<file path="src/design/ex_pkg.sv">
//////////////////////////////////////////////////
// Execute stage shared definitions
// Datapath widths, ALU and multiplier opcodes and
// the special-purpose register count
//////////////////////////////////////////////////

`default_nettype none

package ex_pkg;

  localparam int unsigned DATA_W     = 32;
  localparam int unsigned REG_ADDR_W = 6;
  localparam int unsigned LANE_W     = 8;  // One dot-product lane
  localparam int unsigned NUM_LANES  = DATA_W / LANE_W;
  localparam int unsigned NUM_SPR    = 2;

  // Scalar ALU operations, compares last
  typedef enum logic [3:0] {
    ALU_ADD  = 4'd0,
    ALU_SUB  = 4'd1,
    ALU_AND  = 4'd2,
    ALU_OR   = 4'd3,
    ALU_XOR  = 4'd4,
    ALU_SLL  = 4'd5,
    ALU_SRL  = 4'd6,
    ALU_SRA  = 4'd7,
    ALU_SLT  = 4'd8,
    ALU_SLTU = 4'd9,
    ALU_EQ   = 4'd10,
    ALU_NE   = 4'd11
  } alu_op_e;

  typedef enum logic [1:0] {
    MUL_LO  = 2'd0,  // Low word of product
    MUL_HI  = 2'd1,  // Signed high word, two cycles
    MUL_DOT = 2'd2   // Lane dot product plus accumulator
  } mult_op_e;

endpackage

`default_nettype wire

</file>
<file path="src/design/ex_alu.sv">
//////////////////////////////////////////////////
// Scalar ALU
// Add, subtract, logic, shifts and compares.
// The compare flag doubles as branch decision
//////////////////////////////////////////////////

`timescale 1ns/10ps
`default_nettype none

module ex_alu (
  input  wire logic                      clk,
  input  wire logic                      rst_n,
  input  wire logic                      enable_i,
  input  wire ex_pkg::alu_op_e           operator_i,
  input  wire logic [ex_pkg::DATA_W-1:0] operand_a_i,
  input  wire logic [ex_pkg::DATA_W-1:0] operand_b_i,
  output logic      [ex_pkg::DATA_W-1:0] result_o,
  output logic                           cmp_result_o
);

  logic [4:0] shamt;
  logic       is_equal;
  logic       lt_signed;
  logic       lt_unsigned;

  assign shamt       = operand_b_i[4:0];
  assign is_equal    = (operand_a_i == operand_b_i);
  assign lt_signed   = ($signed(operand_a_i) < $signed(operand_b_i));
  assign lt_unsigned = (operand_a_i < operand_b_i);

  // Branch compare
  always_comb begin
    case (operator_i)
      ex_pkg::ALU_EQ:   cmp_result_o = is_equal;
      ex_pkg::ALU_NE:   cmp_result_o = ~is_equal;
      ex_pkg::ALU_SLT:  cmp_result_o = lt_signed;
      ex_pkg::ALU_SLTU: cmp_result_o = lt_unsigned;
      default:          cmp_result_o = 1'b0;
    endcase
  end

  always_comb begin
    case (operator_i)
      ex_pkg::ALU_ADD: result_o = operand_a_i + operand_b_i;
      ex_pkg::ALU_SUB: result_o = operand_a_i - operand_b_i;
      ex_pkg::ALU_AND: result_o = operand_a_i & operand_b_i;
      ex_pkg::ALU_OR:  result_o = operand_a_i | operand_b_i;
      ex_pkg::ALU_XOR: result_o = operand_a_i ^ operand_b_i;
      ex_pkg::ALU_SLL: result_o = operand_a_i << shamt;
      ex_pkg::ALU_SRL: result_o = operand_a_i >> shamt;
      ex_pkg::ALU_SRA: result_o = $unsigned($signed(operand_a_i) >>> shamt);
      ex_pkg::ALU_SLT, ex_pkg::ALU_SLTU,
      ex_pkg::ALU_EQ,  ex_pkg::ALU_NE:
        result_o = {{(ex_pkg::DATA_W-1){1'b0}}, cmp_result_o};
      default:         result_o = '0;
    endcase
  end

  // Decoder must never hand over an unused encoding
  a_legal_op: assert property (@(posedge clk) disable iff (!rst_n)
    enable_i |-> operator_i <= ex_pkg::ALU_NE)
    else $error("ALU enabled with illegal operator %0d", operator_i);

endmodule

`default_nettype wire

</file>
<file path="config.mk">
export PLATFORM = sky130hd
export DESIGN_NAME = ex_alu
export DESIGN_NICKNAME = d
export VERILOG_FILES = /design/src/design/ex_pkg.sv /design/src/design/ex_alu.sv
export SDC_FILE = /design/constraint.sdc
export NUM_CORES = 1
export LEC_CHECK = 0
export BUFFER_PORTS_ARGS = -buffer_cell sky130_fd_sc_hd__buf_2
export CAP_MARGIN = 20
export CELL_PAD_IN_SITES_DETAIL_PLACEMENT = 1
export CELL_PAD_IN_SITES_GLOBAL_PLACEMENT = 1
export CORE_MARGIN = 2
export CORE_UTILIZATION = 45
export DETAILED_ROUTE_END_ITERATION = 6
export PLACE_DENSITY = 0.92
export RECOVER_POWER = 50
export SLEW_MARGIN = 20
export SYNTH_ARGS = -nofsm -noshare
export SYNTH_HDL_FRONTEND = slang
export SYNTH_SLANG_ARGS = --single-unit
</file>
<file path="constraint.sdc">
create_clock -name vclk -period 7.55
set_clock_uncertainty 0.2 [all_clocks]
set_input_delay 1.51 -clock vclk [all_inputs]
set_output_delay 1.51 -clock vclk [all_outputs]
set_load 0.05 [all_outputs]
</file>
==> summary.md <==
| Metric | Value |
|---|---|
| Number of vias after detailed routing | 11300 |
| Placer's final routability congestion estimate | 1.05 |
| Post-CTS resize count | 0 |
| CP bufs+invs | 2 |
| Count of input and output buffers | 101 |
| Headroom to the max-slew limit | 0.240 |
| Count of flip-flops and latches | 0 |
| Initial Utilization | 0.456 |
| Mean instance size in the synthesized netlist | 6.79 sq um |
| Final count of hold timing violations | 0 |
| Count of warnings emitted by yosys | 0 |
| Crit end category | primary output |
| Yosys cell types | 89 |
| Slowest cell on the critical path | a31oi_1 |
| FMAX | 143 MHz |
| RSZ-0062 raised after global routing | false |
| Crit path max fanout | 20 |
| Top Family by Delay on Critical Path | compound AO/OA/AOI/OAI gates |
| Die H | 144 um |
| Largest net degree at the start of global routing | 69 |
| Hold/Removal Path Class | in -> out |
| Top cells by area in the synthesized netlist | ha_1 (14%), mux4_2 (12%), nor2_1 (7.7%) |
| Final Slew Violations | 0 |
| Total Routed Length | 41.7 mm |
| Synth Net Count | 1470 |
| Number of hold-repair buffers added at the cts stage | 0 |
| Initial antenna violation count | 1 |
| Setup Total Neg Slack | 0 ns |
| Synthesized netlist cell count | 1300 |
| Most frequent cells after synthesis | nor2_1 (180), a21oi_1 (110), o21ai_0 (108), nand2_1 (104), ha_1 (97) |
| Area Overhead vs Synth | 6.42% |
| Layout filler cell count | 2663 |
| Ports | 104 |
| Area of the mapped netlist | 0.00882 sq mm |
| Time the worst path needs with I/O delays and setup | 6.97 ns |
| Sequential cell area fraction in the yosys report | 0 |
| Number of nets with antenna violations after routing | 0 |
| Via count of the first global-routing pass | 11000 |
| Wirelength per Cell | 26.1 um |
| Sum of overflow across all layers after global routing | 0 |
| Hpwl dp | 32.2 mm |
| Wire length of the first global-routing pass | 63.4 mm |
| Top-count cell post-synth | nor2_1 |
| Area of the die | 0.0207 sq mm |
| Required time of the worst setup path | 5.84 ns |
| Final layout net count | 1504 |
| Number of placement rows | 51 |
| Initial detailed-routing violation count | 1545 |
| Max-cap viol count | 0 |
| Final-report setup violation count | 0 |
| Floorplan core area | 0.0193 sq mm |
| Type of element launching the critical path | primary input |
| Highest cell delay on the worst timing path | 0.49 ns |
| Share of Yosys cell area claimed by the top area cell type | 0.138 |
| Fraction of final layout cells with drive strength greater than 1 | 0.155 |
| Drt first pass iters | 6 |
| Die width | 144 um |
| Clock buffer count | 0 |
| Avg Vias per Cell | 7.06 |
| Most used cell along the critical path | a31oi_1 |
| Part of the cycle the worst path needs | 0.923 |
| Overall Global Routing Usage | 0.392 |
| Worst-Margin Slew | 1.14 ns |
| Cell Chain, Critical Path | buf_4 -> ha_1 -> fa_1 -> a21o_1 -> a21oi_1 -> o21ai_0 -> a31oi_1 -> o31ai_1 -> a211oi_1 -> mux2_2 -> a31oi_1 -> o211ai_1 -> buf_2 |
| Residual DRC | 0 |
| Storage element area | 0 sq um |
| Number of setup buffers added after CTS | 0 |
| Critical path class | in -> out |
| Run status | completed |
| Endpoint arrival time on the critical path | 5.26 ns |
| Most area-hungry cell type in the Yosys netlist | ha_1 |
[per-layer routing]
| metal | global-route usage | up-vias | wire length, um |
|---|---|---|---|
| met5 | 0 | - | 0 |
| met4 | 0.173 | 0 | 2260 |
| met3 | 0.0719 | 169 | 5400 |
| met2 | 0.609 | 801 | 18000 |
| met1 | 0.530 | 5458 | 16000 |
| li1 | - | 4867 | - |
[cells in the final DEF (no fill, tap or decap), types with 10 or more instances in the layout]
cell / n
nor2_1: 180
a21oi_1: 110
o21ai_0: 109
nand2_1: 104
ha_1: 97
inv_1: 92
buf_2: 90
mux2i_1: 49
mux4_2: 47
nor3_1: 43
buf_4: 31
o211ai_1: 23
nand3_1: 22
a31oi_1: 19
a211oi_1: 18
xnor2_1: 16
a221oi_1: 15
o22ai_1: 14
o31ai_1: 14
a21o_1: 14
o21bai_1: 13
or3_1: 12
a22oi_1: 11
nor2b_1: 10
o2111ai_1: 10
nand4_1: 10
clkbuf_1: 10
[cells by family (layout without fill, tap and decap cells)]
group                    after synthesis  in the layout  share of synthesized area
XOR/XNOR                              18             18                     0.0179
adder cells (fa/ha/maj)               99             99                      0.142
buffers and inverters                198            230                     0.0992
multiplexers                         101            101                      0.182
AO/OA/AOI/OAI                        449            449                      0.334
other                                  0              2                          0
AND/OR/NAND/NOR                      435            435                      0.225
[final cells by class]
| class | instances | area [sq um] | share of cell area |
|---|---|---|---|
| multi-input cells | 1102 | 7960 | 0.848 |
| inverters | 97 | 364 | 0.0388 |
| diodes | 2 | 5.00 | 0.000533 |
| well taps | 265 | 332 | 0.0353 |
| repair buffers | 133 | 731 | 0.0778 |
[metrics by stage]
stage	area, sq um	instances	hold slack (ns)	util	setup WS (ns)
after global placement	9400	1597	3.44	0.486	0.706
after CTS	9400	1597	3.45	0.486	0.653
after floorplan	8820	1300	3.14	-	0.217
final	9390	1599	3.47	0.486	0.578
after detailed placement	9400	1597	3.45	0.486	0.689
after global routing	9390	1598	3.49	0.486	0.329
[path summary, 6_finish.rpt]
check                 startpoint      endpoint  slack [ns]  cells past startpoint
hold / removal     operator_i[3]  cmp_result_o        3.47                      6
setup / recovery  operand_b_i[0]  result_o[30]        0.58                     13
[tightest hold or removal path: stages]
cell and delay, ns:
buf_2 0.17, nand2b_1 0.10, a21oi_1 0.04, inv_1 0.06, nor2_1 0.07, buf_2 0.21
