**config.mk**
```make
export PLATFORM = sky130hd
export DESIGN_NAME = ex_dotp_mult
export DESIGN_NICKNAME = d
export VERILOG_FILES = /design/src/design/ex_pkg.sv /design/src/design/ex_dotp_mult.sv
export SDC_FILE = /design/constraint.sdc
export NUM_CORES = 2
export LEC_CHECK = 0
export ABC_CLOCK_PERIOD_IN_PS = 14800
export BUFFER_PORTS_ARGS = -buffer_cell sky130_fd_sc_hd__buf_2
export CORE_MARGIN = 8
export CORE_UTILIZATION = 29
export CTS_CLUSTER_SIZE = 40
export DETAILED_ROUTE_END_ITERATION = 7
export SLEW_MARGIN = 25
export SYNTH_ARGS = -nofsm -noshare
export SYNTH_HDL_FRONTEND = slang
export SYNTH_SLANG_ARGS = --single-unit
```
**constraint.sdc**
```tcl
create_clock -name clk -period 14.8 [get_ports clk]
set_input_delay 1.48 -clock clk [delete_from_list [all_inputs] [get_ports clk]]
set_output_delay 1.48 -clock clk [all_outputs]
set_load 0.02 [all_outputs]
```
**src/design/ex_pkg.sv**
```systemverilog
//////////////////////////////////////////////////
// Execute stage shared definitions
// Datapath widths, ALU and multiplier opcodes and
// the special-purpose register count
//////////////////////////////////////////////////

`default_nettype none

package ex_pkg;

  localparam int unsigned DATA_W     = 32;
  localparam int unsigned REG_ADDR_W = 6;
  localparam int unsigned LANE_W     = 8;  // One dot-product lane
  localparam int unsigned NUM_LANES  = DATA_W / LANE_W;
  localparam int unsigned NUM_SPR    = 2;

  // Scalar ALU operations, compares last
  typedef enum logic [3:0] {
    ALU_ADD  = 4'd0,
    ALU_SUB  = 4'd1,
    ALU_AND  = 4'd2,
    ALU_OR   = 4'd3,
    ALU_XOR  = 4'd4,
    ALU_SLL  = 4'd5,
    ALU_SRL  = 4'd6,
    ALU_SRA  = 4'd7,
    ALU_SLT  = 4'd8,
    ALU_SLTU = 4'd9,
    ALU_EQ   = 4'd10,
    ALU_NE   = 4'd11
  } alu_op_e;

  typedef enum logic [1:0] {
    MUL_LO  = 2'd0,  // Low word of product
    MUL_HI  = 2'd1,  // Signed high word, two cycles
    MUL_DOT = 2'd2   // Lane dot product plus accumulator
  } mult_op_e;

endpackage

`default_nettype wire

```
**src/design/ex_dotp_mult.sv**
```systemverilog
//////////////////////////////////////////////////
// Multiplier with dot-product lanes
// Low product and lane dot product in one cycle,
// signed high word in two cycles
//////////////////////////////////////////////////

`timescale 1ns/10ps
`default_nettype none

module ex_dotp_mult (
  input  wire logic                      clk,
  input  wire logic                      rst_n,
  input  wire logic                      enable_i,
  input  wire ex_pkg::mult_op_e          operator_i,
  input  wire logic [ex_pkg::DATA_W-1:0] op_a_i,
  input  wire logic [ex_pkg::DATA_W-1:0] op_b_i,
  input  wire logic [ex_pkg::DATA_W-1:0] op_c_i,
  input  wire logic [ex_pkg::DATA_W-1:0] dot_op_a_i,
  input  wire logic [ex_pkg::DATA_W-1:0] dot_op_b_i,
  input  wire logic [1:0]                dot_signed_i,
  input  wire logic                      ex_ready_i,
  output logic      [ex_pkg::DATA_W-1:0] result_o,
  output logic                           multicycle_o,
  output logic                           ready_o
);

  typedef enum logic {IDLE, HIGH_STEP} hi_state_e;

  hi_state_e                         state_q;
  logic                              hi_start;
  logic signed [2*ex_pkg::DATA_W-1:0] part_lo;
  logic signed [2*ex_pkg::DATA_W-1:0] part_hi;
  logic signed [2*ex_pkg::DATA_W-1:0] partial_q;
  logic signed [2*ex_pkg::DATA_W-1:0] hi_prod;
  logic        [ex_pkg::LANE_W:0]    lane_a [ex_pkg::NUM_LANES];
  logic        [ex_pkg::LANE_W:0]    lane_b [ex_pkg::NUM_LANES];
  logic signed [ex_pkg::DATA_W-1:0]  lane_prod [ex_pkg::NUM_LANES];
  logic        [ex_pkg::DATA_W-1:0]  dot_sum;

  assign hi_start     = enable_i && (operator_i == ex_pkg::MUL_HI) && (state_q == IDLE);
  assign ready_o      = ~hi_start;
  assign multicycle_o = hi_start;

  always_ff @(posedge clk or negedge rst_n) begin
    if (!rst_n) begin
      state_q <= IDLE;
    end else if (hi_start) begin
      state_q <= HIGH_STEP;
    end else if (state_q == HIGH_STEP && ex_ready_i) begin
      state_q <= IDLE;  // Hold the result until the stage moves on
    end
  end

  ///////////////////////////////////////////////////
  // High word, b split into unsigned low half and
  // signed high half
  ///////////////////////////////////////////////////
  assign part_lo = $signed(op_a_i) * $signed({1'b0, op_b_i[15:0]});
  assign part_hi = $signed(op_a_i) * $signed(op_b_i[31:16]);
  assign hi_prod = partial_q + (part_hi <<< 16);

  always_ff @(posedge clk) begin
    if (hi_start) partial_q <= part_lo;  // First step
  end

  ///////////////////////////////////////////////////
  // Dot product lanes
  ///////////////////////////////////////////////////
  for (genvar i = 0; i < ex_pkg::NUM_LANES; i++) begin : g_lane
    assign lane_a[i] = {dot_signed_i[0] & dot_op_a_i[ex_pkg::LANE_W*(i+1)-1],
                        dot_op_a_i[ex_pkg::LANE_W*i +: ex_pkg::LANE_W]};
    assign lane_b[i] = {dot_signed_i[1] & dot_op_b_i[ex_pkg::LANE_W*(i+1)-1],
                        dot_op_b_i[ex_pkg::LANE_W*i +: ex_pkg::LANE_W]};
    assign lane_prod[i] = $signed(lane_a[i]) * $signed(lane_b[i]);
  end

  always_comb begin
    dot_sum = op_c_i;
    for (int i = 0; i < ex_pkg::NUM_LANES; i++) begin
      dot_sum = dot_sum + lane_prod[i];
    end
  end

  always_comb begin
    case (operator_i)
      ex_pkg::MUL_LO:  result_o = op_a_i * op_b_i;
      ex_pkg::MUL_HI:  result_o = hi_prod[2*ex_pkg::DATA_W-1:ex_pkg::DATA_W];
      ex_pkg::MUL_DOT: result_o = dot_sum;
      default:         result_o = '0;
    endcase
  end

  // Second step reuses the operands of the first
  a_hi_operands_held: assert property (@(posedge clk) disable iff (!rst_n)
    !ready_o |=> enable_i && operator_i == ex_pkg::MUL_HI &&
                 $stable(op_a_i) && $stable(op_b_i))
    else $error("MUL_HI operands changed before the second step");

endmodule

`default_nettype wire

```
==> impl_metrics.toml <==
[final_layout]
area_growth_pct = 6.59
fill_cells = 22800
register_area_mm2 = 0.00102
drive_gt1_share_pct = 3.99
layoutNonFillerInstCount = 9886
multi_input_area_mm2 = 0.0538
fin_nets = 9340

[timing]
slew_headroom_pct = 25.4
finalSetupTns_ns = 0
setup_viol = 0
finalHoldViolations = 0
period_share_pct = 89.9
rsz0062_at_grt = "false"
worst_slew_pin_slew_ns = 1.12
slew_violations = 0
min_period_ns = 13.31
worst_clock_skew_ns = 0.0295
max_freq_ghz = 0.0752

[clock_network]
ctsHoldBuffers = 0
cts_tree = "built"
cts_root_buf = "clkbuf_16"
clk-insertion-delay-late_ns = 0.32
cts_setup_buffers = 0
cts_resized = 0
cts_sinks = 34
cts_buffers = 5
clock_path_buffers = 2
path_clk_slew_ns = 0.09
cts_max_level = 2

[drt]
dr.pass1.iters = 5
num_vias = 46300
finalWirelength_mm = 188
wl_per_cell_um = 19.0
ant_nets = 0
drtIter0Drc = 2785
drc = 0
via_per_inst = 4.68

[worst_setup_path]
critPathArrivalTime_ns = 11.83
endpoint_kind = "output pin"
critPathMaxFanout = 20
slowest_stage = "xnor2_2"
cp_common_cell = "fa_1"
criticalPathCategory = "input pin to output pin"
crit_path_max_incr_delay_ns = 0.82
cp-start-kind = "input pin"
required_ns = 13.32
rrSetupSlack_ns = 13.25

[synthesis]
syn_area_per_cell_um2 = 9.01
synth_largest_area_cell = "fa_1"
synth-seq-cells = 34
synth_edf_count = 33
synthArstFlopShare_pct = 2.94
yosysMostFrequentCell = "inv_1"
yosys.area.top_type_share_pct = 51.1
ys_types = 71
synth-main-ff-cell = "edfxtp_1"
synth_area_mm2 = 0.0632
ys_seq_area_share_pct = 1.61
synth_top_cells_by_count = "inv_1 (1,981), fa_1 (1,611), nand2_1 (818), ha_1 (552), and2_1 (544)"
synth_warnings = 0
synthCells = 7014
synthesis.nets = 9345
netlist_top_cells_area = "fa_1 (51%), inv_1 (12%), ha_1 (11%), and2_1 (5.4%), nand2_1 (4.9%)"

[global_route]
grt_max_degree = 46
gr-total-overflow = 0
antenna_found_initial = 47
grt_usage_pct = 16.4
grt_pass1_vias = 52000
grt_pass1_wl_mm = 299

[run]
drv_cap = 0

[floorplanning]
io_pins = 202
initial_core_util_pct = 29.1
die-area_mm2 = 0.233
die_y_um = 483
core_area_mm2 = 0.217
die_w_um = 483
rows = 171

[placement]
dp_cells = 9856
place_hpwl_mm = 159
port_buffers = 201
gp_congestion = 0.894

[min_path]
hold_path_class = "flop to flop"

[run_status]
status = "completed"
[path summary, 6_finish.rpt]
| kind | end | startpoint | cells past startpoint |
|---|---|---|---|
| worst min register to register | state_q$_DFFE_PN0P_ | state_q$_DFFE_PN0P_ | 2 |
| max in group asynchronous | state_q$_DFFE_PN0P_ | rst_n | 1 |
| worst min-delay path | state_q$_DFFE_PN0P_ | state_q$_DFFE_PN0P_ | 2 |
| min in group asynchronous | state_q$_DFFE_PN0P_ | rst_n | 1 |
| worst max register to register | partial_q[35]$_DFFE_PP_ | state_q$_DFFE_PN0P_ | 4 |
| worst max-delay path | result_o[27] | dot_signed_i[0] | 32 |
[state kept, by name, indices dropped and copies added (netlist names)]
signal / cells
state_q: 1
partial_q: 33
[worst max-delay path, delay by kind of cell]
kind	cells	cell delay [ns]
muxes	1	0.09
adders and majority gates	10	4.76
xor gates and xnor gates	2	1.01
AOI/OAI and AO/OA	9	2.56
and+or+nand+nor	5	1.07
buffers and inverters	5	0.81
[cells in the final DEF (no fill, tap or decap), types with 8 or more instances in the layout]
cell type,synthesis,routed
a211o_1,10,10
a211oi_1,16,16
a21boi_0,9,8
a21o_1,89,89
a21oi_1,163,163
a31oi_1,16,16
and2_1,544,544
and3_1,30,30
buf_2,0,201
buf_4,0,38
diode_2,0,23
edfxtp_1,33,33
fa_1,1611,1611
ha_1,552,552
inv_1,1981,1980
nand2_1,818,817
nand2b_1,28,28
nand3_1,35,35
nand4_1,22,22
nor2_1,143,143
nor2b_1,23,23
nor3_1,33,33
o211ai_1,12,12
o21a_1,31,31
o21ai_0,103,103
o21bai_1,29,29
o22ai_1,19,19
o31ai_1,12,12
or2_2,22,22
or3_1,9,9
xnor2_1,190,188
xor2_1,77,77
[kinds of logic after synthesis]
group | after synthesis | synth area share (%)
adder cells (fa/ha/maj) | 2163 | 62.0
XOR/XNOR | 272 | 3.88
AO/OA/AOI/OAI | 573 | 5.87
AND/OR/NAND/NOR | 1734 | 13.3
flip-flops | 34 | 1.61
multiplexers | 6 | 0.0951
buffers and inverters | 2232 | 13.3
[final cells by class]
cell class	count	area share (%)
multi-input combinational	4748	79.9
inverter	1981	11.0
tap	2854	5.30
timing repair buffer	239	1.92
sequential	34	1.51
clock buffer	5	0.186
antenna	23	0.0855
clock inverter	2	0.0502
[metal layers]
| layer | up-vias | track usage [%] | part of all wire (%) |
|---|---|---|---|
| li1 | 20500 | - | - |
| met1 | 24000 | 21.0 | 41 |
| met2 | 1441 | 28.1 | 48 |
| met3 | 332 | 2.88 | 7.2 |
| met4 | 22 | 5.44 | 3.7 |
| met5 | - | 0 | 0.074 |
[through the flow]
step           area, um^2  setup WS (ns)  hold slack [ns]  util, %
2_1_floorplan       63200           2.44            0.509        -
3_3_place_gp        67100           1.50            0.521     30.9
3_5_place_dp        67100           1.46            0.556     30.9
4_1_cts             67300           1.42            0.572     31.0
5_1_grt             67300          0.783            0.591     31.0
6_report            67300           1.49            0.560     31.0
Power is left out: the tool's default activity adds up to more than one toggle a clock period on the data nets, which glitch-free logic cannot reach.
