## src/design/ex_pkg.sv

```systemverilog
//////////////////////////////////////////////////
// Execute stage shared definitions
// Datapath widths, ALU and multiplier opcodes and
// the special-purpose register count
//////////////////////////////////////////////////

`default_nettype none

package ex_pkg;

  localparam int unsigned DATA_W     = 32;
  localparam int unsigned REG_ADDR_W = 6;
  localparam int unsigned LANE_W     = 8;  // One dot-product lane
  localparam int unsigned NUM_LANES  = DATA_W / LANE_W;
  localparam int unsigned NUM_SPR    = 2;

  // Scalar ALU operations, compares last
  typedef enum logic [3:0] {
    ALU_ADD  = 4'd0,
    ALU_SUB  = 4'd1,
    ALU_AND  = 4'd2,
    ALU_OR   = 4'd3,
    ALU_XOR  = 4'd4,
    ALU_SLL  = 4'd5,
    ALU_SRL  = 4'd6,
    ALU_SRA  = 4'd7,
    ALU_SLT  = 4'd8,
    ALU_SLTU = 4'd9,
    ALU_EQ   = 4'd10,
    ALU_NE   = 4'd11
  } alu_op_e;

  typedef enum logic [1:0] {
    MUL_LO  = 2'd0,  // Low word of product
    MUL_HI  = 2'd1,  // Signed high word, two cycles
    MUL_DOT = 2'd2   // Lane dot product plus accumulator
  } mult_op_e;

endpackage

`default_nettype wire

```

## src/design/ex_wb_ctrl.sv

```systemverilog
//////////////////////////////////////////////////
// Execute stage writeback control
// ALU forwarding mux, LSU write port, EX/WB
// register and stage ready/valid
//////////////////////////////////////////////////

`timescale 1ns/10ps
`default_nettype none

module ex_wb_ctrl (
  input  wire logic                          clk,
  input  wire logic                          rst_n,
  input  wire logic                          alu_en_i,
  input  wire logic                          mult_en_i,
  input  wire logic                          csr_access_i,
  input  wire logic                          lsu_en_i,
  input  wire logic [ex_pkg::DATA_W-1:0]     alu_result_i,
  input  wire logic [ex_pkg::DATA_W-1:0]     mult_result_i,
  input  wire logic [ex_pkg::DATA_W-1:0]     csr_rdata_i,
  input  wire logic [ex_pkg::DATA_W-1:0]     lsu_rdata_i,
  input  wire logic [ex_pkg::DATA_W-1:0]     mult_result_p_i,
  input  wire logic                          regfile_alu_we_i,
  input  wire logic [ex_pkg::REG_ADDR_W-1:0] regfile_alu_waddr_i,
  input  wire logic                          regfile_we_i,
  input  wire logic [ex_pkg::REG_ADDR_W-1:0] regfile_waddr_i,
  input  wire logic [1:0]                    tospr_ex_i,
  input  wire logic                          mult_ready_i,
  input  wire logic                          lsu_ready_ex_i,
  input  wire logic                          lsu_err_i,
  input  wire logic                          wb_ready_i,
  input  wire logic                          branch_in_ex_i,
  output logic                               regfile_alu_we_fw_o,
  output logic      [ex_pkg::REG_ADDR_W-1:0] regfile_alu_waddr_fw_o,
  output logic      [ex_pkg::DATA_W-1:0]     regfile_alu_wdata_fw_o,
  output logic                               regfile_we_wb_o,
  output logic      [ex_pkg::REG_ADDR_W-1:0] regfile_waddr_wb_o,
  output logic      [ex_pkg::DATA_W-1:0]     regfile_wdata_wb_o,
  output logic                               load_spr_o,
  output logic                               load_idx_o,
  output logic                               compute_load_vliw_o,
  output logic                               ex_ready_o,
  output logic                               ex_valid_o
);

  logic                          units_ready;
  logic                          lsu_we_q;
  logic [ex_pkg::REG_ADDR_W-1:0] lsu_waddr_q;
  logic [1:0]                    tospr_wb_q;

  assign compute_load_vliw_o = alu_en_i & mult_en_i;

  // ALU write port, csr over mult over alu unless both compute units run
  assign regfile_alu_we_fw_o    = regfile_alu_we_i;
  assign regfile_alu_waddr_fw_o = regfile_alu_waddr_i;
  always_comb begin
    if (compute_load_vliw_o) regfile_alu_wdata_fw_o = alu_result_i;
    else if (csr_access_i)   regfile_alu_wdata_fw_o = csr_rdata_i;
    else if (mult_en_i)      regfile_alu_wdata_fw_o = mult_result_i;
    else if (alu_en_i)       regfile_alu_wdata_fw_o = alu_result_i;
    else                     regfile_alu_wdata_fw_o = '0;
  end

  //////////////////////////////////////////////////
  // EX/WB register
  //////////////////////////////////////////////////
  always_ff @(posedge clk or negedge rst_n) begin
    if (!rst_n) begin
      lsu_we_q    <= 1'b0;
      lsu_waddr_q <= '0;
      tospr_wb_q  <= 2'b00;
    end else if (ex_valid_o) begin
      lsu_we_q   <= regfile_we_i & ~lsu_err_i;
      tospr_wb_q <= tospr_ex_i;
      if (regfile_we_i && !lsu_err_i) lsu_waddr_q <= regfile_waddr_i;
    end else if (wb_ready_i) begin
      lsu_we_q <= 1'b0;  // Nothing arrived, drain
    end
  end

  // LSU port, SPR loads write back the old dot result
  assign regfile_we_wb_o    = lsu_we_q;
  assign regfile_waddr_wb_o = lsu_waddr_q;
  assign regfile_wdata_wb_o = tospr_wb_q[0] ? mult_result_p_i : lsu_rdata_i;
  assign load_spr_o         = lsu_we_q & tospr_wb_q[0];
  assign load_idx_o         = tospr_wb_q[1];

  assign units_ready = mult_ready_i & lsu_ready_ex_i & wb_ready_i;
  assign ex_ready_o  = units_ready | branch_in_ex_i;
  assign ex_valid_o  = (alu_en_i | mult_en_i | csr_access_i | lsu_en_i) & units_ready;

  // Upstream keeps a pending write until the stage takes it
  a_waddr_held: assert property (@(posedge clk) disable iff (!rst_n)
    regfile_we_i && !ex_ready_o |=> regfile_we_i && $stable(regfile_waddr_i))
    else $error("Write request changed while the stage was stalled");

endmodule

`default_nettype wire

```

## config.mk

```make
export PLATFORM = sky130hd
export DESIGN_NAME = ex_wb_ctrl
export DESIGN_NICKNAME = d
export VERILOG_FILES = /design/src/design/ex_pkg.sv /design/src/design/ex_wb_ctrl.sv
export SDC_FILE = /design/constraint.sdc
export NUM_CORES = 1
export LEC_CHECK = 0
export ABC_AREA = 0
export ABC_CLOCK_PERIOD_IN_PS = 1900
export BUFFER_PORTS_ARGS = -buffer_cell sky130_fd_sc_hd__buf_2
export CAP_MARGIN = 10
export CORE_AREA = 10 10 97 99
export DETAILED_ROUTE_END_ITERATION = 8
export DIE_AREA = 0 0 107 109
export HOLD_SLACK_MARGIN = 0.08
export PLACE_DENSITY = 0.79
export RECOVER_POWER = 25
export SYNTH_ARGS = -nofsm -noshare
export SYNTH_HDL_FRONTEND = slang
export SYNTH_SLANG_ARGS = --single-unit
```

## constraint.sdc

```tcl
create_clock -name clk -period 1.9 [get_ports clk]
set_input_delay 0.095 -clock clk [delete_from_list [all_inputs] [get_ports clk]]
set_output_delay 0.095 -clock clk [all_outputs]
set_load 0.02 [all_outputs]
```

==> summary.md <==
| Metric | Value |
|---|---|
| Max-slew violation count | `0` |
| NetSw | `784 uW` |
| CORE AREA | `7530 sq um` |
| Sequential cell area | `225 sq um` |
| Commonest non-fill, non-tap cells in the layout | `buf_2, mux2_2, inv_1` |
| Nets@finish | `645` |
| Clock Tree Root | `clkbuf_8` |
| Area share of the largest cell type after synthesis | `24.8%` |
| Net Sw Frac | `46.8%` |
| Chip height | `109 microns` |
| Max IR drop VDD | `0.244 mV` |
| Synth Cell Area | `1810 sq um` |
| Status | `finished clean` |
| Most common cell after layout, fill and taps aside | `buf_2` |
| Internal power | `890 uW` |
| Syn_nets | `408` |
| Final worst setup slack | `0.308 ns` |
| Worst-margin pin slew | `0.519 ns` |
| Critical path launch point type | `flop` |
| Input/output buffers | `255` |
| DP Wirelength | `10000 microns` |
| Die width | `107 microns` |
| CTS tree | `done` |
| Vias in the first global route | `3019` |
| Critical Path End Type | `primary output` |
| Clock skew | `0 ns` |
| Clock H-tree levels | `1` |
| Register area share after synthesis | `12.4%` |
| Tmin final | `1.59 ns` |
| # rows | `32` |
| Final hold slack | `0.0999 ns` |
| Worst Hold Launch | `regfile_waddr_i[0]` |
| Clock power frac | `13.2%` |
| First-pass GRT wire length | `16300 microns` |
| Bufs on Longest Clock Path | `2` |
| Layout cells sized above 1 | `65.6%` |
| P_leak | `1.72 nW` |
| Ant diodes | `0` |
| Pre-antenna DRT Iters | `4` |
| Hold Crit Class | `input port to flop` |
| Synthesis Warnings | `0` |
| Die area | `11700 sq um` |
| Adder-cell share of the synthesized area | `0%` |
| Max Clk Rate | `628 MHz` |
| Global-route usage over all layers | `17.5%` |
| Drt total wl | `11400 microns` |
| Yosys reg bits | `9` |
| Post-synthesis mux area share | `24.8%` |
| Clock transition at the registers of the reported paths | `0.05 ns` |
| Final setup vio count | `0` |
| Crit path max fanout | `34` |
| Setup TNS | `0 ns` |
| CP Launch Point | `tospr_wb_q[0]$_DFFE_PN0P_` |
| Max Cap Violations | `0` |
| Worst-skew pair later-pin latency | `0.23 ns` |
| Required time worst endpoint | `1.80 ns` |
| Largest family of logic cells by synthesized area | `compound AO/OA/AOI/OAI gates` |
| Mean Syn Cell Area | `8.21 sq um` |
| RR Startpoint | `tospr_wb_q[0]$_DFFE_PN0P_` |
| Post-Route Utilization | `42.4%` |
| Largest net degree at the start of global routing | `49` |
| GPL Wtd Cong | `0.896` |
| Post-Synth XOR/XNOR Area | `0%` |
| Synth cell types | `19` |
| DR iter-0 viols | `87` |
| Filler Cell Count | `793` |
| RSZ-0062 raised after global routing | `false` |
| Total setup buffers inserted after CTS | `0` |
| Antenna violations before repair | `0` |
| Top post-synthesis cells by area | `mux2_2, o221ai_1, a22oi_1` |
| GRT overflow | `0` |
| Dpl ws | `0.339 ns` |
| Final antenna-violating net count | `0` |
| Fraction of the mapped netlist area in simple logic gates | `17.6%` |
| Num ports | `270` |
| Crit path DAT | `1.50 ns` |
| Post-synthesis compound-gate area fraction | `29.4%` |
| Worst setup path category | `flop to primary output` |
| PostCTS Resize Cnt | `0` |
| Detailed-route via count | `2798` |
| Mapped Cells | `221` |
| WL per Instance | `20.4 microns` |
| Vias per cell | `5.01` |
| Sink Count | `9` |
| Layout area overhead | `76.0%` |
| Area occupied by multi-input gates | `1310 sq um` |
| Comb pwr share | `71.8%` |
| Final Cycle Share | `83.8%` |
| Sequential power share | `15.1%` |
| Starting Density | `24.1%` |
| Num CTS Buffers | `3` |
| Post-route DRC | `0` |
| Hold Fails Final Rpt | `0` |
| Post-synth top area cell | `mux2_2` |
| Slew HR | `65.4%` |
| Power per cell area | `524 nW/um^2` |
## final timing paths
| check | end | slack [ns] | cells past startpoint |
|---|---|---|---|
| setup / recovery | regfile_wdata_wb_o[2] | 0.31 | 3 |
| hold / removal | regfile_waddr_wb_o[0]$_DFFE_PN0P_ | 0.1 | 2 |
| setup reg to reg | tospr_wb_q[0]$_DFFE_PN0P_ | 0.88 | 2 |
| hold reg to reg | regfile_waddr_wb_o[1]$_DFFE_PN0P_ | 0.51 | 1 |
| max in group asynchronous | tospr_wb_q[0]$_DFFE_PN0P_ | 1.20 | 2 |
| min in group asynchronous | regfile_waddr_wb_o[0]$_DFFE_PN0P_ | 0.36 | 2 |
## metal layers
metal | vias up | GRT usage, % | part of all wire (%)
li1 | 1315 | - | -
met1 | 1302 | 18.8 | 38
met5 | - | 0 | 0
met2 | 177 | 32.6 | 51
met3 | 4 | 6.73 | 11
met4 | 0 | 2.42 | 0.42
## state kept, by name, indices dropped and copies added, names as in the netlist
register and cells:
regfile_waddr_wb_o 6, tospr_wb_q 2, regfile_we_wb_o 1
## power by group through the flow
stage,registers (mW),clock network (mW),logic (mW)
6_report,0.252,0.220,1.20
5_1_grt,0.256,0.229,1.29
4_1_cts,0.252,0.223,1.23
3_5_place_dp,0.254,0,1.22
3_3_place_gp,0.253,0,1.21
2_1_floorplan,0.298,0,0.671
## Yosys cell counts (all sizes together)
cell    count
nand3b     32
dfrtp       9
a21o        1
nand2b      1
clkbuf     13
mux2       40
buf        19
and2        2
o221ai     32
o21ai       1
nor4b       1
nor2b       1
inv        34
nor2        1
nand3       1
a22oi      32
nor4        1
## stage by stage
step | area [sq um] | cells | power (mW)
final | 3190 | 559 | 1.67
after global routing | 3190 | 559 | 1.77
after CTS | 3210 | 559 | 1.71
after detailed placement | 3150 | 554 | 1.48
after global placement | 3150 | 554 | 1.46
after floorplan | 1810 | 221 | 0.969
## timing repair
| action | in CTS | in global routing |
|---|---|---|
| endpoints found under the hold margin | 9 | 0 |
| hold buffers | 1 | 0 |
| endpoints found under the setup margin | 0 | 0 |
## critical path, cell delays in order, from the launching register on
cell	delay (ns)
dfrtp_1	0.32
buf_4	0.35
mux2_2	0.39
buf_2	0.18
## layout make-up
| cell class | count | share of cell area [%] |
|---|---|---|
| inverter | 34 | 4.00 |
| sequential | 9 | 7.05 |
| tap | 102 | 4.00 |
| clock buffer | 4 | 1.41 |
| timing repair buffer | 264 | 42.6 |
| multi-input combinational | 146 | 41.0 |
## logic make-up (layout without fill, tap and decap cells)
logic type,Yosys count,after routing
mux,40,40
compound gates,66,66
simple gates,40,40
buf+inv,66,302
flops,9,9
No activity file was read; power rests on OpenSTA's default activity.
