==> src/design/ex_pkg.sv <==
//////////////////////////////////////////////////
// Execute stage shared definitions
// Datapath widths, ALU and multiplier opcodes and
// the special-purpose register count
//////////////////////////////////////////////////

`default_nettype none

package ex_pkg;

  localparam int unsigned DATA_W     = 32;
  localparam int unsigned REG_ADDR_W = 6;
  localparam int unsigned LANE_W     = 8;  // One dot-product lane
  localparam int unsigned NUM_LANES  = DATA_W / LANE_W;
  localparam int unsigned NUM_SPR    = 2;

  // Scalar ALU operations, compares last
  typedef enum logic [3:0] {
    ALU_ADD  = 4'd0,
    ALU_SUB  = 4'd1,
    ALU_AND  = 4'd2,
    ALU_OR   = 4'd3,
    ALU_XOR  = 4'd4,
    ALU_SLL  = 4'd5,
    ALU_SRL  = 4'd6,
    ALU_SRA  = 4'd7,
    ALU_SLT  = 4'd8,
    ALU_SLTU = 4'd9,
    ALU_EQ   = 4'd10,
    ALU_NE   = 4'd11
  } alu_op_e;

  typedef enum logic [1:0] {
    MUL_LO  = 2'd0,  // Low word of product
    MUL_HI  = 2'd1,  // Signed high word, two cycles
    MUL_DOT = 2'd2   // Lane dot product plus accumulator
  } mult_op_e;

endpackage

`default_nettype wire

==> src/design/ex_spr_bank.sv <==
//////////////////////////////////////////////////
// Special-purpose register bank
// Loaded from memory data, may replace dot-product
// operand a. Also keeps last cycle's mult result
//////////////////////////////////////////////////

`timescale 1ns/10ps
`default_nettype none

module ex_spr_bank (
  input  wire logic                      clk,
  input  wire logic                      rst_n,
  input  wire logic [1:0]                tospr_ex_i,  // {index, enable}
  input  wire logic                      load_spr_i,
  input  wire logic                      load_idx_i,
  input  wire logic [ex_pkg::DATA_W-1:0] lsu_rdata_i,
  input  wire logic [ex_pkg::DATA_W-1:0] dot_op_a_i,
  input  wire logic [ex_pkg::DATA_W-1:0] mult_result_i,
  output logic      [ex_pkg::DATA_W-1:0] dot_op_a_o,
  output logic      [ex_pkg::DATA_W-1:0] mult_result_p_o
);

  logic [ex_pkg::DATA_W-1:0] spr_q [ex_pkg::NUM_SPR];

  always_ff @(posedge clk or negedge rst_n) begin
    if (!rst_n) begin
      for (int i = 0; i < ex_pkg::NUM_SPR; i++) begin
        spr_q[i] <= '0;
      end
    end else if (load_spr_i) begin
      spr_q[load_idx_i] <= lsu_rdata_i;  // Written in the writeback cycle
    end
  end

  // Dot result one cycle old, sent out on the LSU port
  always_ff @(posedge clk or negedge rst_n) begin
    if (!rst_n) begin
      mult_result_p_o <= '0;
    end else begin
      mult_result_p_o <= mult_result_i;
    end
  end

  assign dot_op_a_o = tospr_ex_i[0] ? spr_q[tospr_ex_i[1]] : dot_op_a_i;

endmodule

`default_nettype wire

==> config.mk <==
export PLATFORM = sky130hd
export DESIGN_NAME = ex_spr_bank
export DESIGN_NICKNAME = d
export VERILOG_FILES = /design/src/design/ex_pkg.sv /design/src/design/ex_spr_bank.sv
export SDC_FILE = /design/constraint.sdc
export NUM_CORES = 1
export LEC_CHECK = 0
export BUFFER_PORTS_ARGS = -buffer_cell sky130_fd_sc_hd__buf_2
export CAP_MARGIN = 20
export CORE_MARGIN = 8
export CORE_UTILIZATION = 41
export DETAILED_ROUTE_END_ITERATION = 10
export PLACE_DENSITY = 0.76
export SLEW_MARGIN = 20
export SYNTH_ARGS = -nofsm -noshare
export SYNTH_HDL_FRONTEND = slang
export SYNTH_SLANG_ARGS = --single-unit
==> constraint.sdc <==
create_clock -name clk -period 1.9 [get_ports clk]
set_clock_uncertainty 0.05 [all_clocks]
set_input_delay 0.38 -clock clk [delete_from_list [all_inputs] [get_ports clk]]
set_output_delay 0.38 -clock clk [all_outputs]
set_load 0.02 [all_outputs]
==> metrics.txt, run 1 <==
clock-pin slew on the worst setup and hold paths=about 0.10 ns; Final Wtd Congestion=0.728; Cells after Synth=between 200 and 300; H-Tree Depth=3; via count=approximately 2700; Max Cap Viol=0; placeable core region=roughly 9200 um2; Worst setup startpoint=tospr_ex_i[1]; post-synth top area share=0.619; critical path type=primary input to output pin; total track usage=0.140; num ports=about 170; Startpoint Class=primary input; Crit Reg-Reg Endpoint=spr_q[30]$_DFFE_PN0P_; reg2reg path depth=1; Worst EP required=approximately 1.5 ns; Worst Setup EP=dot_op_a_o[11]; global-route wire length before repair=between 10 and 15 mm; pin count of the biggest net entering global routing=between 60 and 70; Design Power=about 4.6 mW; multi-input logic area=1370 um2; Die ar.=between 10000 and 15000 um2; R2R setup slack=about 1.1 ns; CTS Root Buffer Type=clkbuf_8; ant diodes=0; Final Non-Filler Cells=558; Bufs on Longest Clock Path=2; Initial Utilization=0.422; Pre-antenna DRT Iters=3; yosys synthesis warning count=0; main flop type after synthesis=dfrtp_1; CTS-repair resized insts=0; crit path max fanout=17; Post-DRT Antenna Nets=0; Pins Over Slew Limit=0; RSZ-0062 raised after global routing=false; area delta synth->final=30.5%; DIE HEIGHT=between 100 and 150 um; EDFF count, synth=0; setup TNS=0 ns; status=complete, no violations; final number of setup-violating endpoints=0; Yosys top cell by area=dfrtp_1; Synth cell types=14; Synth Register Bits=96; Relative slew margins=0.773; Post-Route WL=8.96 mm; row count=35; HPWL Detailed=6.73 mm; initial antenna violation count=0; CP arrival=between 1 and 1.5 ns; routed vias/inst=~4.8; min Tclk post-route=roughly 1.6 ns; Final Hold Vio Count=0; Placed Cells=approximately 540; vias in the first global route=between 2000 and 3000; Pwr per Cell Area=between 900 and 1000 nW/um2; Port Buf Inserts=roughly 170; Synth Cell Area=3880 um2; Post-Syn Nets=~380; Post-Layout Inst Area=around 5100 um2; total CTS buffers=9; syn avg cell area=~14 um2; Post-synth ARST share=1.00; static leakage=2.52 nW; worst reg2reg startpoint=spr_q[30]$_DFFE_PN0P_; Clock Latency Late Sink=around 0.35 ns; Area contributors post-synth=dfrtp_1 (62%), mux2_2 (16%), mux2i_1 (8.3%); Iteration-0 DRC Markers=slightly below 80; Hold Crit Class=primary input to register; FILL cells=797; count leader, synth=dfrtp_1; Cell Area, Placed=~5000 um2; CTS Sinks=96; sequential share of the synthesized area=0.619; Die W=113 um; grt total ovfl=0; top cells by count, synth=dfrtp_1 (96), mux2_2 (56), a21oi_1 (32), mux2i_1 (32), nor2_1 (32); Sequential cell area=between 2000 and 2500 um2; VDD IR max=slightly above 0.0008 V; Tightest Pin Transition=around 0.34 ns; DRC Markers=0; share of cells above drive strength 1=0.566; part of the cycle the worst path needs=0.866; nets=roughly 540; Util after Layout=0.551; fmax=approximately 610 MHz; CTS tree=yes; routed length per instance=about 16 um; Worst Setup End Kind=output pin
==> sequential cells by signal, indices dropped and copies added, names as in the netlist <==
signal           count
mult_result_p_o     32
spr_q               64
==> how the worst min path moves through the flow <==
| stage | start | to | cells after the start |
|---|---|---|---|
| 4_1_cts | mult_result_i[19] | mult_result_p_o[19]$_DFF_PN0_ | 1 |
| 3_3_place_gp | rst_n | mult_result_p_o[26]$_DFF_PN0_ | 1 |
| 2_1_floorplan | rst_n | mult_result_p_o[0]$_DFF_PN0_ | 0 |
| 3_5_place_dp | rst_n | mult_result_p_o[26]$_DFF_PN0_ | 1 |
| 6_report | mult_result_i[7] | mult_result_p_o[7]$_DFF_PN0_ | 1 |
| 5_1_grt | mult_result_i[7] | mult_result_p_o[7]$_DFF_PN0_ | 1 |
==> what timing repair did <==
item / in CTS / in global routing
setup buffers: 0 / 0
hold buffers: 1 / 0
hold endpoints to repair: 12 / 0
==> layout by cell type (no fill, tap or decap), drive strengths merged <==
master | netlist | layout
a21oi | 32 | 32
nor2 | 32 | 32
mux2i | 32 | 32
dlygate4sd3 | 0 | 1
nand2 | 1 | 1
nor2b | 1 | 1
inv | 0 | 5
clkbuf | 4 | 10
dfrtp | 96 | 96
mux2 | 64 | 64
clkinvlp | 0 | 1
buf | 14 | 172
==> where the power goes <==
group | internal, mW | switching [mW] | total, mW
logic | 0.449 | 0.458 | 0.907
clock network | 0.541 | 0.746 | 1.29
registers | 2.28 | 0.107 | 2.38
==> per-stage QoR <==
stage,setup slack [ns],hold slack [ns]
after global placement,0.269,0.189
after floorplan,0.229,0.0344
after CTS,0.244,0.0543
final,0.254,0.0729
after global routing,0.165,0.0380
after detailed placement,0.248,0.193
==> logic make-up (layout without fill, tap and decap cells) <==
group           count (synthesis)  count (layout)  synth area share
simple gates                   34              34            0.0335
mux                            96              96             0.276
flops                          96              96             0.619
compound gates                 32              32            0.0412
buf+inv                        18             189            0.0306
==> critical path: stages <==
cell     delay [ns]
buf_2          0.14
buf_12         0.19
mux2i_1        0.23
a21oi_1        0.09
buf_2          0.17
==> layer usage <==
metal	routed length (um)	track usage	share of wire
met1	3390	0.143	0.38
met2	4520	0.240	0.50
met3	987	0.0777	0.11
met4	69	0.0417	0.0077
met5	0	0	0
==> area by class of cell <==
| cell class | count | area share |
|---|---|---|
| clock buffer | 10 | 0.0272 |
| clock inverter | 6 | 0.0106 |
| multi-input combinational | 162 | 0.270 |
| sequential | 96 | 0.474 |
| tap | 111 | 0.0274 |
| timing repair buffer | 173 | 0.191 |
Note: power is estimated with default switching activity, not from simulation.
==> run 2: changes to the inputs <==
Settings changed: CORE_UTILIZATION 41 to 51, PLACE_DENSITY 0.76 to 0.91, SLEW_MARGIN 20 to default.
==> run 2 against run 1 <==
Against the previous run:
- worst setup slack lost 0.14 ns
- critical path depth is the same
- largest power group unchanged
- global-route usage grew 5.1 points
- via count grew 1.7%
- first-iteration DRC count shrank 40%
- non-clock buffer count is the same
- maximum frequency shrank 7.9%
- final area shrank 0.49%
- die area shrank 17%
- sequential share of layout area grew 0.24 points
- clock power shrank 6%
- hold slack gained 0.0026 ns
==> metrics.txt, run 2 (synthesis results as in run 1) <==
HPWL Detailed=7.29 mm (was 6.73 mm); setup TNS=0 ns (unchanged); H-Tree Depth=3 (unchanged); CP arrival=1.36 ns (was 1.22 ns); crit path max fanout=14 (was 17); CTS Sinks=96 (unchanged); Pre-antenna DRT Iters=4 (was 3); Post-Route WL=9.71 mm (was 8.96 mm); hold_buf cts=1 (unchanged); Pins Over Slew Limit=0 (unchanged); VDD IR max=0.000564 V (was 0.000807 V); Pwr per Cell Area=898 nW/um2 (was 903 nW/um2); max reg flops=64 (unchanged); Die ar.=10700 um2 (was 12800 um2); post-CTS setup buffers=0 (unchanged); routed vias/inst=5.01 (was 4.84); clock-pin slew on the worst setup and hold paths=0.10 ns (about the same); placeable core region=7570 um2 (was 9200 um2); row count=32 (was 35); share of cells above drive strength 1=0.564 (was 0.566); initial antenna violation count=0 (unchanged); Port Buf Inserts=165 (unchanged); nets=544 (unchanged); total CTS buffers=9 (unchanged); total track usage=0.191 (was 0.140); Max Cap Viol=0 (unchanged); Bufs on Longest Clock Path=2 (unchanged); area delta synth->final=29.9% (was 30.5%); CTS-repair resized insts=0 (unchanged); Startpoint Class=primary input (unchanged); Die W=103 um (was 113 um); CTS Root Buffer Type=clkbuf_8 (unchanged); grt total ovfl=0 (unchanged); static leakage=2.51 nW (was 2.52 nW); part of the cycle the worst path needs=0.941 (was 0.866); status=complete, no violations (unchanged); hold path startpoint=mult_result_i[28] (was mult_result_i[7]); fmax=559 MHz (was 608 MHz); most frequent cells in the layout=buf_2 (164), dfrtp_1 (96), mux2_2 (56) (unchanged); Clock Latency Late Sink=0.34 ns (was 0.35 ns); Iteration-0 DRC Markers=46 (was 77); Final Wtd Congestion=0.756 (was 0.728); via count=2748 (was 2702); num ports=166 (unchanged); commonest non-fill, non-tap cell in the layout=buf_2 (unchanged); Hold Crit Class=primary input to register (unchanged); CTS tree=yes (unchanged); Worst Setup End Kind=output pin (unchanged); Worst setup startpoint=tospr_ex_i[1] (unchanged); Initial Utilization=0.513 (was 0.422); top flop regs=spr_q x64, mult_result_p_o x32 (unchanged); Worst EP required=1.47 ns (about the same); DRC Markers=0 (unchanged); DIE HEIGHT=103 um (was 113 um); critical path type=primary input to output pin (unchanged); min Tclk post-route=1.79 ns (was 1.65 ns); Post-DRT Antenna Nets=0 (unchanged); routed length per instance=17.7 um (was 16.1 um); Final Hold Vio Count=0 (unchanged); Largest Register=spr_q (unchanged); final number of setup-violating endpoints=0 (unchanged); RSZ-0062 raised after global routing=false (unchanged); global-route wire length before repair=15.4 mm (was 14.4 mm); pin count of the biggest net entering global routing=65 (unchanged); worst reg2reg startpoint=spr_q[21]$_DFFE_PN0P_ (was spr_q[30]$_DFFE_PN0P_); Tightest Pin Transition=0.299 ns (was 0.341 ns); Relative slew margins=0.800 (was 0.773); vias in the first global route=3168 (was 2999); ant diodes=0 (unchanged); Design Power=4.53 mW (was 4.58 mW)
run 2: changes by cell type in the layout (fill, tap and decap cells not counted), sizes merged:
cell    change
clkinv      +1
inv         -1
run 2: where the power goes:
group,total [mW],internal (mW),switching [mW]
sequential,2.39,2.28,0.115
combinational,0.921,0.449,0.472
clock,1.21,0.498,0.716
total,4.53,3.22,1.30
run 2: path summary, 6_finish.rpt:
kind / end / slack (ns) / cells past startpoint
max: dot_op_a_o[24] / 0.11 / 5
min: mult_result_p_o[28]$_DFF_PN0_ / 0.08 / 1
max reg2reg: spr_q[21]$_DFFE_PN0P_ / 1.06 / 1
min reg2reg: spr_q[4]$_DFFE_PN0P_ / 0.47 / 1
max in group asynchronous: spr_q[43]$_DFFE_PN0P_ / 0.79 / 3
min in group asynchronous: spr_q[29]$_DFFE_PN0P_ / 0.42 / 2
run 2: routing by layer:
metal  vias to the layer above  share of wire  GRT usage
met5                         -              0          0
li1                       1284              -          -
met2                       121           0.52      0.335
met3                        10           0.11     0.0877
met1                      1333           0.35      0.198
met4                         0         0.0096     0.0612
run 2: metrics by stage:
step                area [um2]  hold slack (ns)   util  setup slack (ns)  instances
floorplan                 3880           0.0344      -             0.229        276
CTS                       5040           0.0581  0.666            0.0982        549
finish                    5040           0.0755  0.666             0.112        549
detailed placement        4850            0.241  0.642             0.101        532
global placement          4850            0.232  0.642             0.182        532
global route              5040           0.0481  0.666            0.0745        549
run 2: area by class of cell:
class	instances	area, um2
well taps	102	128
clock buffers	10	128
fillers	550	2520
multi-input cells	162	1370
flip-flops and latches	96	2400
repair buffers	173	966
clock inverters	6	50.0
run 2: critical path, cell delays in order:
cell and delay, ns:
buf_2 0.21, buf_12 0.20, mux2i_1 0.27, a21oi_1 0.12
buf_2 0.18
==> run 3: changes to the inputs <==
Settings changed: CORE_UTILIZATION 51 to 43, PLACE_DENSITY 0.91 to 0.82.
Clock period 1.9 ns to 1.5 ns, I/O delays scaled along.
==> run 3 against run 2 <==
Against the previous run:
- the flow now finishes with violations (setup timing)
- clock-buffer cell count is 1 lower
- global-route usage is 1.0 points lower
- sequential share of layout area is 6.5 points lower
- routed wire length is 16% higher
- sequential power is 27% higher
- total power is 49% higher
- via count is 7.4% higher
- critical path type is now register to output pin
- largest cell class unchanged
==> metrics.txt, run 3 (synthesis results as in run 1) <==
area delta synth->final=50.4% (was 29.9%); CP arrival=1.25 ns (was 1.36 ns); max reg flops=64 (unchanged); min setup slack post-route=-0.0973 ns (was 0.112 ns); Hold Crit Class=primary input to register (unchanged); nets=587 (was 544); share of cells above drive strength 1=0.611 (was 0.564); ant diodes=0 (unchanged); num ports=166 (unchanged); HPWL Detailed=7.16 mm (was 7.29 mm); Initial Utilization=0.445 (was 0.513); Port Buf Inserts=165 (unchanged); Startpoint Class=register (was primary input); Post-DRT Antenna Nets=0 (unchanged); H-Tree Depth=3 (unchanged); CTS Root Buffer Type=clkbuf_8 (unchanged); CTS Sinks=96 (unchanged); DIE HEIGHT=111 um (was 103 um); Final Non-Filler Cells=597 (was 549); row count=34 (was 32); CP top delay family=flip-flops (was buffers and inverters); critical path type=register to output pin (was primary input to output pin); commonest non-fill, non-tap cell in the layout=buf_2 (unchanged); Largest Register=spr_q (unchanged); routed length per instance=18.8 um (was 17.7 um); Die W=111 um (was 103 um); routed vias/inst=4.94 (was 5.01); Worst EP required=1.15 ns (was 1.47 ns); Pre-antenna DRT Iters=4 (unchanged); placeable core region=8720 um2 (was 7570 um2); initial antenna violation count=0 (unchanged); status=finished with violations (was complete, no violations); Clock Latency Late Sink=0.34 ns (about the same); Placed Cells=540 (was 532); Die ar.=12300 um2 (was 10700 um2); clock-pin slew on the worst setup and hold paths=0.09 ns (was 0.10 ns); vias in the first global route=3484 (was 3168); Relative slew margins=0.671 (was 0.800); fmax=~630 MHz; total track usage=0.180 (was 0.191); grt total ovfl=0 (unchanged); Place WS=-0.0639 ns (was 0.101 ns); DRC Markers=0 (unchanged); Bufs on Longest Clock Path=2 (unchanged); VDD IR max=0.000833 V (was 0.000564 V); failing checks=setup timing; top flop regs=spr_q x64, mult_result_p_o x32 (unchanged); CTS tree=yes (unchanged); Iteration-0 DRC Markers=127 (was 46); Pwr per Cell Area=1150 nW/um2 (was 898 nW/um2); Bufs and invs on worst path=1 (was 3); RSZ-0062 raised after global routing=true (was false); pin count of the biggest net entering global routing=97 (was 65); total CTS buffers=9 (unchanged); Final Wtd Congestion=0.704 (was 0.756); static leakage=2.81 nW (was 2.51 nW); most frequent cells in the layout=buf_2 (132), dfrtp_1 (96), mux2_2 (56) (was buf_2 (164), dfrtp_1 (96), mux2_2 (56)); final number of setup-violating endpoints=8 (was 0); CP max stage delay=0.40 ns (was 0.27 ns); min Tclk post-route=around 1.6 ns; via count=2952 (was 2748); Final Hold Vio Count=0 (unchanged); Post-Route WL=11.2 mm (was 9.71 mm); Max Cap Viol=0 (unchanged); global-route wire length before repair=18.1 mm (was 15.4 mm); CP cell instances=mux2i_1, a21oi_2, buf_6 (was buf_2, buf_12, mux2i_1, a21oi_1, buf_2); crit path max fanout=2 (was 14); Tightest Pin Transition=0.494 ns (was 0.299 ns); slowest CP cell=dfrtp_1 (was mux2i_1); part of the cycle the worst path needs=1.06; Worst Setup End Kind=output pin (unchanged); Pins Over Slew Limit=0 (unchanged)
-- run 3: cell count changes in the layout (fill, tap and decap cells not counted), moves of 2 or more --
cell	previous run	this run
mux2i_2	0	5
bufinv_16	0	4
dlygate4sd3_1	1	30
mux2i_1	32	27
buf_6	0	22
buf_4	2	24
buf_2	164	132
a21oi_1	32	4
a21oi_2	0	28
buf_12	6	8
-- run 3: layout make-up --
class	count	area (um2)
multi-input cells	162	1490
well taps	108	135
clock inverters	6	138
repair buffers	216	1550
clock buffers	9	124
flip-flops and latches	96	2400
fillers	595	2880
-- run 3: timing repair --
| action | 4_1_cts | 5_1_grt |
|---|---|---|
| pin swaps | 24 | 9 |
| setup buffers | 5 | 7 |
| hold buffers | 30 | 0 |
| endpoints found under the setup margin | 30 | 32 |
| endpoints found under the hold margin | 125 | 0 |
| resized for setup | 39 | 21 |
-- run 3: path summary, 6_finish.rpt --
kind,start,to,slack (ns),cells past startpoint
min in group asynchronous,rst_n,mult_result_p_o[6]$_DFF_PN0_,0.47,3
worst min-delay path,mult_result_i[17],mult_result_p_o[17]$_DFF_PN0_,0.02,1
max in group asynchronous,rst_n,spr_q[43]$_DFFE_PN0P_,0.53,3
worst max-delay path,spr_q[54]$_DFFE_PN0P_,dot_op_a_o[22],-0.1,3
worst min register to register,spr_q[15]$_DFFE_PN0P_,spr_q[15]$_DFFE_PN0P_,0.46,1
worst max register to register,spr_q[26]$_DFFE_PN0P_,spr_q[26]$_DFFE_PN0P_,0.43,3
-- run 3: through the flow --
| step | total power, mW | area (um2) | setup TNS (ns) | hold slack [ns] | util |
|---|---|---|---|---|---|
| 2_1_floorplan | 3.83 | 3980 | 0 | -0.0456 | - |
| 3_3_place_gp | 4.28 | 5000 | -0.0982 | 0.327 | 0.574 |
| 3_5_place_dp | 4.33 | 5000 | -0.0677 | 0.340 | 0.574 |
| 4_1_cts | 6.66 | 5720 | -0.366 | 0.000641 | 0.655 |
| 5_1_grt | 7.03 | 5840 | -1.75 | 0.00117 | 0.670 |
| 6_report | 6.73 | 5840 | -0.362 | 0.0177 | 0.670 |
-- run 3: worst reg2reg max path: cells and delay by family, from the launching register on --
family / cells / cell delay, ns
buffers and inverters: 2 / 0.25
multiplexers: 1 / 0.26
flip-flops: 1 / 0.39
-- run 3: layer usage --
layer / up-vias / wire [um] / share of wire / track usage
li1: 1368 / - / - / -
met1: 1450 / 4300 / 0.38 / 0.191
met2: 123 / 5580 / 0.50 / 0.303
met3: 11 / 1220 / 0.11 / 0.0947
met4: 0 / 151 / 0.013 / 0.0578
met5: - / 0 / 0 / 0
-- run 3: where the power goes --
part           total (mW)  internal [mW]  switching [mW]
clock network        2.16           1.28           0.878
logic                1.53          0.820           0.706
registers            3.04           2.88           0.158
